**src/cu_defines.svh**
```systemverilog
////////////////////
// Control unit decision slice
// Shared widths, microprogram depth and host register offsets
////////////////////

`ifndef CU_DEFINES_SVH
`define CU_DEFINES_SVH

// Macro-instruction and condition flags
`define CU_IR_W          16
`define CU_FLAG_W        4
// Micro-PC is one bit wider so it can sit one past the last word
`define CU_UPC_W         5
`define CU_USTORE_DEPTH  16
// AXI4-Lite host bus
`define CU_AXI_AW        5
`define CU_AXI_DW        32
// Host register offsets
`define CU_REG_IR        5'h00
`define CU_REG_FLAGS     5'h04
`define CU_REG_CTRL      5'h08
`define CU_REG_STATUS    5'h0C
`define CU_REG_SKIPMASK  5'h10

`endif

```
**src/cu_pkg.sv**
```systemverilog
////////////////////
// Control unit types
// IR views, flag word, micro-instruction format and skip condition codes
////////////////////

`default_nettype none

`include "cu_defines.svh"

package cu_pkg;

   // Branch view of the IR
   // Bit 4 inverts the test, bits 3..0 pick the flags (N Z L V)
   typedef struct packed {
      logic [`CU_IR_W-6:0]   rsvd;
      logic                  negate;
      logic [`CU_FLAG_W-1:0] mask;
   } ir_branch_t;

   // Condition view of the IR
   // Bits 9..3 are condition lines 7..1
   typedef struct packed {
      logic [`CU_IR_W-11:0] rsvd_hi;
      logic [7:1]           line;
      logic [2:0]           rsvd_lo;
   } ir_cond_t;

   // Bits 3 and 4 belong to both views
   typedef union packed {
      ir_branch_t          br;
      ir_cond_t            cnd;
      logic [`CU_IR_W-1:0] raw;
   } ir_word_u;

   // V sits at bit 0, N at bit 3
   typedef struct packed {
      logic n;
      logic z;
      logic l;
      logic v;
   } flags_t;

   // One word of the microprogram
   typedef struct packed {
      logic [3:0] cond;
      logic       last;
   } uinstr_t;

   // Skip condition codes
   // Low half tests IR lines, high half tests flags and the branch word
   // Code 9 is also a never, it has no name of its own
   typedef enum logic [3:0] {
      COND_NEVER    = 4'd0,
      COND_IR1      = 4'd1,
      COND_IR2      = 4'd2,
      COND_IR3      = 4'd3,
      COND_IR4      = 4'd4,
      COND_IR5      = 4'd5,
      COND_IR6      = 4'd6,
      COND_IR7      = 4'd7,
      COND_NEVER_HI = 4'd8,
      COND_FV       = 4'd10,
      COND_FL       = 4'd11,
      COND_FZ       = 4'd12,
      COND_FN       = 4'd13,
      COND_ALWAYS   = 4'd14,
      COND_BRANCH   = 4'd15
   } cond_e;

endpackage

`default_nettype wire

```
**src/cu_ctl_if.sv**
```systemverilog
////////////////////
// Control unit internal bundle
// Host settings out of the register block, run status back from the sequencer
////////////////////

`default_nettype none

`include "cu_defines.svh"

interface cu_ctl_if (input wire logic clk4);
   import cu_pkg::*;

   // From the register block
   ir_word_u                     ir;
   flags_t                       flags;
   logic                         skip_ext;
   // One cycle wide
   logic                         start;

   // From the sequencer
   logic                         busy;
   logic [`CU_USTORE_DEPTH-1:0]  skip_mask;
   logic [`CU_UPC_W-1:0]         steps_executed;

   modport regs_mp (
      input  clk4, busy, skip_mask, steps_executed,
      output ir, flags, skip_ext, start
   );

   modport seq_mp (
      input  clk4, start,
      output busy, skip_mask, steps_executed
   );

   // Skip unit only looks at the decision inputs
   modport skip_mp (
      input  clk4, ir, flags, skip_ext
   );

endinterface

`default_nettype wire

```
**src/skip_unit.sv**
```systemverilog
////////////////////
// Skip unit
// Evaluates a micro-instruction's skip condition against the IR and flags
// and holds the decision for one micro-instruction
////////////////////

`default_nettype none

module skip_unit (
   input  wire logic       clk4,
   input  wire logic       arst_n,
   cu_ctl_if.skip_mp       ctl,
   input  wire logic [3:0] cond,
   input  wire logic       eval,
   output logic            skip
);
   import cu_pkg::*;

   logic       branch_hit;
   logic [7:0] lo_lines;
   logic [7:0] hi_lines;
   logic       skip_lo;
   logic       skip_hi;
   logic       skip_d;

   ////////////////////
   // Branch test
   ////////////////////

   // Any selected flag set, optionally inverted by the negate bit
   assign branch_hit = (|(ctl.flags & ctl.ir.br.mask)) ^ ctl.ir.br.negate;

   ////////////////////
   // Condition selection
   ////////////////////

   always_comb begin
      // Low half, slot 0 never skips
      lo_lines = '0;
      lo_lines[7:1] = ctl.ir.cnd.line;
      lo_lines[3'(COND_NEVER)] = 1'b0;

      // High half, slots 0 and 1 never skip
      hi_lines = '0;
      hi_lines[3'(COND_NEVER_HI)] = 1'b0;
      hi_lines[3'(COND_FV)] = ctl.flags.v;
      hi_lines[3'(COND_FL)] = ctl.flags.l;
      hi_lines[3'(COND_FZ)] = ctl.flags.z;
      hi_lines[3'(COND_FN)] = ctl.flags.n;
      hi_lines[3'(COND_ALWAYS)] = 1'b1;
      hi_lines[3'(COND_BRANCH)] = branch_hit;
   end

   // Two eight-way selections on the low code bits
   assign skip_lo = lo_lines[cond[2:0]];
   assign skip_hi = hi_lines[cond[2:0]];

   // Top code bit picks the half, external request forces a skip
   assign skip_d = (cond[3] ? skip_hi : skip_lo) | ctl.skip_ext;

   ////////////////////
   // Decision register
   ////////////////////

   // Loaded on the evaluate strobe, held for the rest of the step
   always_ff @(posedge clk4 or negedge arst_n) begin
      if (!arst_n) begin
         skip <= 1'b0;
      end else if (eval) begin
         skip <= skip_d;
      end
   end

   // First clock out of reset sees no pending skip
   a_skip_clear_after_reset: assert property (
      @(posedge clk4) $rose(arst_n) |-> !skip
   );

endmodule

`default_nettype wire

```
**src/microcode_store.sv**
```systemverilog
////////////////////
// Microcode store
// Fixed microprogram ROM with a registered read port
////////////////////

`default_nettype none

`include "cu_defines.svh"

module microcode_store (
   input  wire logic                 clk4,
   input  wire logic                 arst_n,
   input  wire logic [`CU_UPC_W-1:0] addr,
   output cu_pkg::uinstr_t           word
);
   import cu_pkg::*;

   localparam int MA_W = $clog2(`CU_USTORE_DEPTH);

   uinstr_t rom [`CU_USTORE_DEPTH];

   // Word a tests condition a
   // Only the final word ends the program
   for (genvar a = 0; a < `CU_USTORE_DEPTH; a++) begin : g_rom
      assign rom[a] = '{cond: 4'(a), last: (a == `CU_USTORE_DEPTH - 1)};
   end

   // One cycle read latency
   // Out of range addresses read as a never-skip terminator
   always_ff @(posedge clk4 or negedge arst_n) begin
      if (!arst_n) begin
         word <= '{cond: COND_NEVER, last: 1'b0};
      end else if (addr < `CU_USTORE_DEPTH) begin
         word <= rom[addr[MA_W-1:0]];
      end else begin
         word <= '{cond: COND_NEVER, last: 1'b1};
      end
   end

endmodule

`default_nettype wire

```
**src/microsequencer.sv**
```systemverilog
////////////////////
// Microsequencer
// Steps the micro-PC through the microprogram, applies skips,
// decides termination and records the skip trace and step count
////////////////////

`default_nettype none

`include "cu_defines.svh"

module microsequencer (
   input  wire logic                  clk4,
   input  wire logic                  arst_n,
   cu_ctl_if.seq_mp                   ctl,
   output logic [`CU_UPC_W-1:0]       fetch_addr,
   input  wire cu_pkg::uinstr_t       word,
   output logic                       eval,
   input  wire logic                  skip
);

   // Idle, address the store, then evaluate and advance
   typedef enum logic [1:0] {
      S_IDLE,
      S_FETCH,
      S_EXEC
   } state_e;

   localparam int MA_W = $clog2(`CU_USTORE_DEPTH);
   localparam logic [`CU_UPC_W-1:0] UPC_END = `CU_USTORE_DEPTH;

   state_e                      state;
   // Set in the second S_EXEC cycle when the skip decision is valid
   logic                        adv;
   logic                        last_q;
   logic [`CU_UPC_W-1:0]        upc;
   logic [`CU_UPC_W-1:0]        upc_inc;
   logic [`CU_USTORE_DEPTH-1:0] mask;
   logic [`CU_UPC_W-1:0]        steps;
   logic                        done;

   // Step over the next word when the skip is taken
   assign upc_inc = upc + {{(`CU_UPC_W-2){1'b0}}, skip, !skip};

   // Stop on a last word or when running off the end
   assign done = last_q || (upc_inc >= UPC_END);

   assign fetch_addr = upc;
   assign eval = (state == S_EXEC) && !adv;

   assign ctl.busy = (state != S_IDLE);
   assign ctl.skip_mask = mask;
   assign ctl.steps_executed = steps;

   ////////////////////
   // Step FSM
   ////////////////////

   always_ff @(posedge clk4 or negedge arst_n) begin
      if (!arst_n) begin
         state <= S_IDLE;
         adv <= 1'b0;
         last_q <= 1'b0;
         upc <= '0;
         mask <= '0;
         steps <= '0;
      end else begin
         unique case (state)
            S_IDLE: begin
               // New run clears the trace and the count
               if (ctl.start) begin
                  upc <= '0;
                  mask <= '0;
                  steps <= '0;
                  state <= S_FETCH;
               end
            end
            S_FETCH: begin
               // Store samples upc at the end of this cycle
               adv <= 1'b0;
               state <= S_EXEC;
            end
            S_EXEC: begin
               if (!adv) begin
                  // Word is valid and the skip unit loads on eval
                  last_q <= word.last;
                  adv <= 1'b1;
               end else begin
                  steps <= steps + 1'b1;
                  if (skip) begin
                     mask[upc[MA_W-1:0]] <= 1'b1;
                  end
                  // A skip from the final word would pass the end
                  upc <= (upc_inc > UPC_END) ? UPC_END : upc_inc;
                  state <= done ? S_IDLE : S_FETCH;
               end
            end
            default: begin
               state <= S_IDLE;
            end
         endcase
      end
   end

   ////////////////////
   // Checks
   ////////////////////

   // Register block never starts a running program
   // and a start always raises busy on the next clock
   a_start_only_idle: assert property (
      @(posedge clk4) disable iff (!arst_n)
      ctl.start |-> !ctl.busy ##1 ctl.busy
   );

   // A running program only addresses words inside the store
   // and the end position is at most one past the last word
   a_upc_in_range: assert property (
      @(posedge clk4) disable iff (!arst_n)
      (upc <= UPC_END) && (!ctl.busy || (upc < UPC_END))
   );

endmodule

`default_nettype wire

```
**src/cu_axil_regs.sv**
```systemverilog
////////////////////
// Host register block
// AXI4-Lite slave holding IR, flags and skip_ext
// Issues the start pulse and reports the run status
////////////////////

`default_nettype none

`include "cu_defines.svh"

module cu_axil_regs (
   input  wire logic                    clk4,
   input  wire logic                    arst_n,
   input  wire logic [`CU_AXI_AW-1:0]   awaddr,
   input  wire logic                    awvalid,
   output logic                         awready,
   input  wire logic [`CU_AXI_DW-1:0]   wdata,
   input  wire logic [`CU_AXI_DW/8-1:0] wstrb,
   input  wire logic                    wvalid,
   output logic                         wready,
   output logic [1:0]                   bresp,
   output logic                         bvalid,
   input  wire logic                    bready,
   input  wire logic [`CU_AXI_AW-1:0]   araddr,
   input  wire logic                    arvalid,
   output logic                         arready,
   output logic [`CU_AXI_DW-1:0]        rdata,
   output logic [1:0]                   rresp,
   output logic                         rvalid,
   input  wire logic                    rready,
   cu_ctl_if.regs_mp                    ctl
);
   import cu_pkg::*;

   localparam logic [1:0] RESP_OKAY = 2'b00;
   localparam logic [1:0] RESP_SLVERR = 2'b10;

   ir_word_u              ir_q;
   flags_t                flags_q;
   logic                  skip_ext_q;
   logic                  start_q;
   logic                  wr_go;
   logic                  wr_open;
   logic                  wr_mapped;
   logic                  rd_go;
   logic                  rd_mapped;
   logic [`CU_AXI_DW-1:0] rd_word;

   // Address and data are taken together, only with no response pending
   assign wr_go = awvalid && wvalid && !bvalid;
   assign awready = wr_go;
   assign wready = wr_go;
   // Settings are frozen while a program runs
   assign wr_open = wr_go && !ctl.busy;

   // One read in flight
   assign rd_go = arvalid && !rvalid;
   assign arready = rd_go;

   assign ctl.ir = ir_q;
   assign ctl.flags = flags_q;
   assign ctl.skip_ext = skip_ext_q;
   assign ctl.start = start_q;

   ////////////////////
   // Address decode
   ////////////////////

   always_comb begin
      case (awaddr)
         `CU_REG_IR, `CU_REG_FLAGS, `CU_REG_CTRL,
         `CU_REG_STATUS, `CU_REG_SKIPMASK: wr_mapped = 1'b1;
         default: wr_mapped = 1'b0;
      endcase
   end

   always_comb begin
      rd_word = '0;
      rd_mapped = 1'b1;
      case (araddr)
         `CU_REG_IR: rd_word[`CU_IR_W-1:0] = ir_q.raw;
         `CU_REG_FLAGS: rd_word[`CU_FLAG_W-1:0] = flags_q;
         // Start reads back as 0
         `CU_REG_CTRL: rd_word[1] = skip_ext_q;
         `CU_REG_STATUS: begin
            rd_word[0] = ctl.busy;
            rd_word[8 +: `CU_UPC_W] = ctl.steps_executed;
         end
         `CU_REG_SKIPMASK: rd_word[`CU_USTORE_DEPTH-1:0] = ctl.skip_mask;
         default: rd_mapped = 1'b0;
      endcase
   end

   ////////////////////
   // Host registers
   ////////////////////

   always_ff @(posedge clk4 or negedge arst_n) begin
      if (!arst_n) begin
         ir_q <= '0;
         flags_q <= '0;
         skip_ext_q <= 1'b0;
         start_q <= 1'b0;
      end else begin
         start_q <= 1'b0;
         if (wr_open) begin
            case (awaddr)
               `CU_REG_IR: begin
                  // Byte lanes honoured
                  if (wstrb[0]) begin
                     ir_q.raw[7:0] <= wdata[7:0];
                  end
                  if (wstrb[1]) begin
                     ir_q.raw[15:8] <= wdata[15:8];
                  end
               end
               `CU_REG_FLAGS: begin
                  if (wstrb[0]) begin
                     flags_q <= wdata[`CU_FLAG_W-1:0];
                  end
               end
               `CU_REG_CTRL: begin
                  start_q <= wdata[0];
                  skip_ext_q <= wdata[1];
               end
               default: begin
                  // Read-only and unmapped addresses keep no state
               end
            endcase
         end
      end
   end

   ////////////////////
   // Responses
   ////////////////////

   always_ff @(posedge clk4 or negedge arst_n) begin
      if (!arst_n) begin
         bvalid <= 1'b0;
         bresp <= RESP_OKAY;
         rvalid <= 1'b0;
      end else begin
         // Ignored busy writes still answer OKAY
         if (wr_go) begin
            bvalid <= 1'b1;
            bresp <= wr_mapped ? RESP_OKAY : RESP_SLVERR;
         end else if (bready) begin
            bvalid <= 1'b0;
         end
         if (rd_go) begin
            rvalid <= 1'b1;
         end else if (rready) begin
            rvalid <= 1'b0;
         end
      end
   end

   // Read data captured with the address, held while rready is low
   always_ff @(posedge clk4) begin
      if (rd_go) begin
         rdata <= rd_word;
         rresp <= rd_mapped ? RESP_OKAY : RESP_SLVERR;
      end
   end

   a_bvalid_hold: assert property (
      @(posedge clk4) disable iff (!arst_n)
      bvalid && !bready |=> bvalid && $stable(bresp)
   );

endmodule

`default_nettype wire

```
**src/control_unit_top.sv**
```systemverilog
////////////////////
// Control unit decision slice, top level
// Host registers, microsequencer, microcode store and skip unit
////////////////////

`default_nettype none

`include "cu_defines.svh"

module control_unit_top (
   input  wire logic                    clk4,
   input  wire logic                    arst_n,
   input  wire logic [`CU_AXI_AW-1:0]   awaddr,
   input  wire logic                    awvalid,
   output logic                         awready,
   input  wire logic [`CU_AXI_DW-1:0]   wdata,
   input  wire logic [`CU_AXI_DW/8-1:0] wstrb,
   input  wire logic                    wvalid,
   output logic                         wready,
   output logic [1:0]                   bresp,
   output logic                         bvalid,
   input  wire logic                    bready,
   input  wire logic [`CU_AXI_AW-1:0]   araddr,
   input  wire logic                    arvalid,
   output logic                         arready,
   output logic [`CU_AXI_DW-1:0]        rdata,
   output logic [1:0]                   rresp,
   output logic                         rvalid,
   input  wire logic                    rready
);
   import cu_pkg::*;

   // Sequencer to store and skip unit
   logic [`CU_UPC_W-1:0] fetch_addr;
   uinstr_t              uword;
   logic                 eval;
   logic                 skip;

   cu_ctl_if ctl0 (.clk4(clk4));

   cu_axil_regs regs0 (
      .clk4    (clk4),
      .arst_n  (arst_n),
      .awaddr  (awaddr),
      .awvalid (awvalid),
      .awready (awready),
      .wdata   (wdata),
      .wstrb   (wstrb),
      .wvalid  (wvalid),
      .wready  (wready),
      .bresp   (bresp),
      .bvalid  (bvalid),
      .bready  (bready),
      .araddr  (araddr),
      .arvalid (arvalid),
      .arready (arready),
      .rdata   (rdata),
      .rresp   (rresp),
      .rvalid  (rvalid),
      .rready  (rready),
      .ctl     (ctl0.regs_mp)
   );

   microsequencer seq0 (
      .clk4       (clk4),
      .arst_n     (arst_n),
      .ctl        (ctl0.seq_mp),
      .fetch_addr (fetch_addr),
      .word       (uword),
      .eval       (eval),
      .skip       (skip)
   );

   microcode_store store0 (
      .clk4   (clk4),
      .arst_n (arst_n),
      .addr   (fetch_addr),
      .word   (uword)
   );

   skip_unit skip0 (
      .clk4   (clk4),
      .arst_n (arst_n),
      .ctl    (ctl0.skip_mp),
      .cond   (uword.cond),
      .eval   (eval),
      .skip   (skip)
   );

endmodule

`default_nettype wire

```
**config.mk**
```make
export PLATFORM = sky130hd
export DESIGN_NAME = control_unit_top
export DESIGN_NICKNAME = d
export VERILOG_FILES = /design/src/cu_pkg.sv /design/src/cu_ctl_if.sv /design/src/skip_unit.sv /design/src/microcode_store.sv /design/src/microsequencer.sv /design/src/cu_axil_regs.sv /design/src/control_unit_top.sv
export VERILOG_INCLUDE_DIRS = /design/src
export SDC_FILE = /design/constraint.sdc
export NUM_CORES = 1
export LEC_CHECK = 0
export ABC_CLOCK_PERIOD_IN_PS = 5000
export BUFFER_PORTS_ARGS = -buffer_cell sky130_fd_sc_hd__buf_4
export CAP_MARGIN = 40
export CORE_MARGIN = 2
export CORE_UTILIZATION = 50
export CTS_CLUSTER_SIZE = 10
export DETAILED_ROUTE_END_ITERATION = 8
export PLACE_DENSITY = 0.87
export SETUP_SLACK_MARGIN = 0.3
export SYNTH_ARGS = -nofsm -noshare
export SYNTH_HDL_FRONTEND = slang
export SYNTH_SLANG_ARGS = --single-unit
```
**constraint.sdc**
```tcl
create_clock -name clk4 -period 5 [get_ports clk4]
set_input_delay 1 -clock clk4 [delete_from_list [all_inputs] [get_ports clk4]]
set_output_delay 1 -clock clk4 [all_outputs]
set_load 0.005 [all_outputs]
```
==> metrics.md <==
| Metric | Value |
|---|---|
| CP startpoint kind | `input pin` |
| Slowest-stage cell, CP | `buf_4` |
| Ant diodes | `0` |
| Deepest level of the CTS H-tree | `3` |
| Critical Path End Type | `output pin` |
| Synth warn | `0` |
| Vias in the first global route | `2,824` |
| Share of layout cells above drive strength 1 | `26.7%` |
| Final Max Slew Viols | `0` |
| Ys async rst share | `78.2%` |
| Clk buf depth | `2` |
| Syn Area/Cell | `11.4 µm²` |
| Final-report hold violation count | `0` |
| Cts-stage hold buffer count | `0` |
| CTS Root Cell | `clkbuf_8` |
| CP arrival | `1690 ps` |
| Max Fclk | `0.372 GHz` |
| Register area | `0.00204 mm²` |
| Netlist cell types | `53` |
| Fin Setup TNS | `0 ps` |
| I/O pin count | `94` |
| DRC viols | `0` |
| Area of the multi-input gates | `0.00153 mm²` |
| Dpl cells | `473` |
| Dpl hpwl | `5.54 mm` |
| Number of port buffers | `57` |
| R2r setup slk | `2570 ps` |
| Period utilization | `53.8%` |
| Power Density | `337 mW/mm²` |
| Total length of routed wires | `8.31 mm` |
| Post-Layout Cell Count | `489` |
| Max_cap viols | `0` |
| Seq/Total Area, Yosys | `53.4%` |
| Worst-Margin Slew | `758 ps` |
| Syn Inst Count | `335` |
| Wire per inst | `17.0 µm` |
| Final net count | `446` |
| Leakage | `2.08 nW` |
| Unrepaired setup endpoints after global routing | `false` |
| Worst VDD drop | `127 µV` |
| Flops & latches, synth | `78` |
| Initial DRT Pass Iterations | `5` |
| Number of routed nets with antenna violations | `0` |
| Congestion Overflow GR | `0` |
| Outcome | `finished, final reports clean` |
| Global Route Usage Sum | `21.0%` |
| Setup violations, final | `0` |
| First-pass GRT wire length | `13.6 mm` |
| Vias per inst | `5.81` |
| Synth Flop Type | `dfrtp_1` |
| Cells resized by post-CTS repair | `0` |
| Clk Latency, worst-skew pair | `350 ps` |
| TritonCTS Sinks | `78` |
| TritonCTS clock tree | `done` |
| Worst Path Required | `4000 ps` |
| Starting Density | `52.0%` |
| Die area | `0.00834 mm²` |
| Max incr delay on CP | `290 ps` |
| Mapped Area | `0.00381 mm²` |
| Number of flops mapped to enable cells by yosys | `17` |
| Most common cell after layout, fill and taps aside | `dfrtp_1` |
| Gp weighted congestion | `0.861` |
| Initial antenna violation count | `0` |
| DRT iter0 DRCs | `233` |
| CP dominant cell by count | `buf_4` |
| Slew headroom | `49.5%` |
| Worst hold slack | `486 ps` |
| Largest net degree at the start of global routing | `62` |
| Largest fanout on the critical path | `18` |
| Core area | `0.00733 mm²` |
| CP Class | `input pin to output pin` |
| Die height | `91.3 µm` |
| Final worst path period need | `2690 ps` |
| Filler Cell Count | `544` |
| Syn-to-layout area delta | `16.1%` |
| Total CTS buffers | `9` |
| Row cnt | `31` |
| Die X | `91.3 µm` |
| Hold Path Class | `flip-flop to flip-flop` |
| Clock slew at reported path FFs | `70 ps` |
| Most frequent cells in the layout | `61 x dfrtp_1, 58 x buf_4, 24 x mux2_2` |
| Setup repair bufs after CTS | `0` |
| Layout Skew | `9.85 ps` |
| CP Cell Sequence | `buf_4 -> nor2b_1 -> buf_4 -> buf_4` |
| Via count | `2,841` |
## layout make-up
cell class | instances | share of cell area (%)
clock inverters | 3 | 0.962
multi-input cells | 215 | 34.5
well taps | 99 | 2.80
clock buffers | 13 | 3.85
inverters | 23 | 1.95
flip-flops and latches | 78 | 46.1
repair buffers | 58 | 9.84
## power breakdown
group | leakage (nW) | total (mW) | internal (mW) | switching [mW]
clock network | 0.105 | 0.501 | 0.274 | 0.226
logic | 0.981 | 0.249 | 0.104 | 0.145
registers | 0.999 | 0.741 | 0.693 | 0.0475
total | 2.08 | 1.49 | 1.07 | 0.419
## flip-flops by register name, summed over array words and instances, names as in the netlist, 2 cells and up
register,flops
regs0.ctl.flags,4
seq0.state,2
seq0.fetch_addr,5
seq0.ctl.steps_executed,5
regs0.ctl.ir,16
store0.word,5
regs0.rdata,16
seq0.ctl.skip_mask,16
## path summary, 6_finish.rpt
kind | to | startpoint | cells after the start
setup / recovery | arready | arvalid | 4
hold / removal | seq0.last_q$_DFFE_PN0P_ | store0.word[0]$_DFF_PN0_ | 1
setup reg to reg | seq0.fetch_addr[3]$_DFFE_PN0P_ | skip0.skip$_DFFE_PN0P_ | 7
hold reg to reg | seq0.last_q$_DFFE_PN0P_ | store0.word[0]$_DFF_PN0_ | 1
max in group asynchronous | seq0.ctl.steps_executed[2]$_DFFE_PN0P_ | arst_n | 1
min in group asynchronous | regs0.ctl.ir[3]$_DFFE_PN0P_ | arst_n | 1
## worst max-delay path, delay by kind of cell
family / cells / cell delay (ps)
and+or+nand+nor: 1 / 150
buffers and inverters: 3 / 540
## cells in the mapped netlist, types with 2 or more instances
cell,instances,share of area (%)
or2_2,2,0.33
nand3b_1,5,0.99
o211ai_1,2,0.39
a41oi_1,3,0.69
nand2b_1,5,0.82
and3_1,2,0.33
and3_2,2,0.39
clkbuf_1,10,0.99
mux2i_1,3,0.79
dfrtp_1,61,40
buf_2,5,0.66
and2_1,2,0.33
a22o_1,12,2.8
nand3_1,5,0.66
nor2b_1,7,1.1
nor2_1,20,2.0
nor3b_1,2,0.39
inv_1,23,2.3
a21oi_1,6,0.79
buf_4,20,3.9
o21a_1,12,2.4
nor4_1,5,0.82
nand2_1,11,1.1
o2111ai_1,2,0.46
a31oi_1,3,0.49
o21ai_0,12,1.6
edfxtp_1,17,13
a21o_1,4,0.79
ha_1,7,2.3
a222oi_1,8,2.1
mux2_2,24,7.1
o22ai_1,2,0.33
nor3_1,11,1.4
## stage by stage
stage               util, %  cell area (µm²)  total power, mW  setup WS, ps
CTS                    60.3             4420             1.49          2310
floorplan                 -             3870            0.913          2130
global placement       57.4             4210            0.984          2370
global route           60.3             4420             1.56          2210
detailed placement     57.4             4210            0.994          2320
finish                 60.3             4420             1.49          2310
## metal layers
| metal | GRT usage (%) | wire (µm) | up-vias |
|---|---|---|---|
| li1 | - | - | 1281 |
| met1 | 26.1 | 3340 | 1422 |
| met2 | 35.3 | 4320 | 124 |
| met3 | 5.39 | 535 | 14 |
| met4 | 7.83 | 122 | 0 |
| met5 | 0 | 0 | - |
## cell families after synthesis
family / after synthesis / share of synthesized area, %
adder cells (fa/ha/maj): 8 / 2.82
flip-flops: 78 / 53.4
other: 1 / 0.0984
buffers and inverters: 59 / 8.14
multiplexers: 28 / 8.47
AND/OR/NAND/NOR: 89 / 12.9
AO/OA/AOI/OAI: 70 / 13.7
XOR/XNOR: 2 / 0.460
Note: power is estimated with default switching activity, not from simulation.
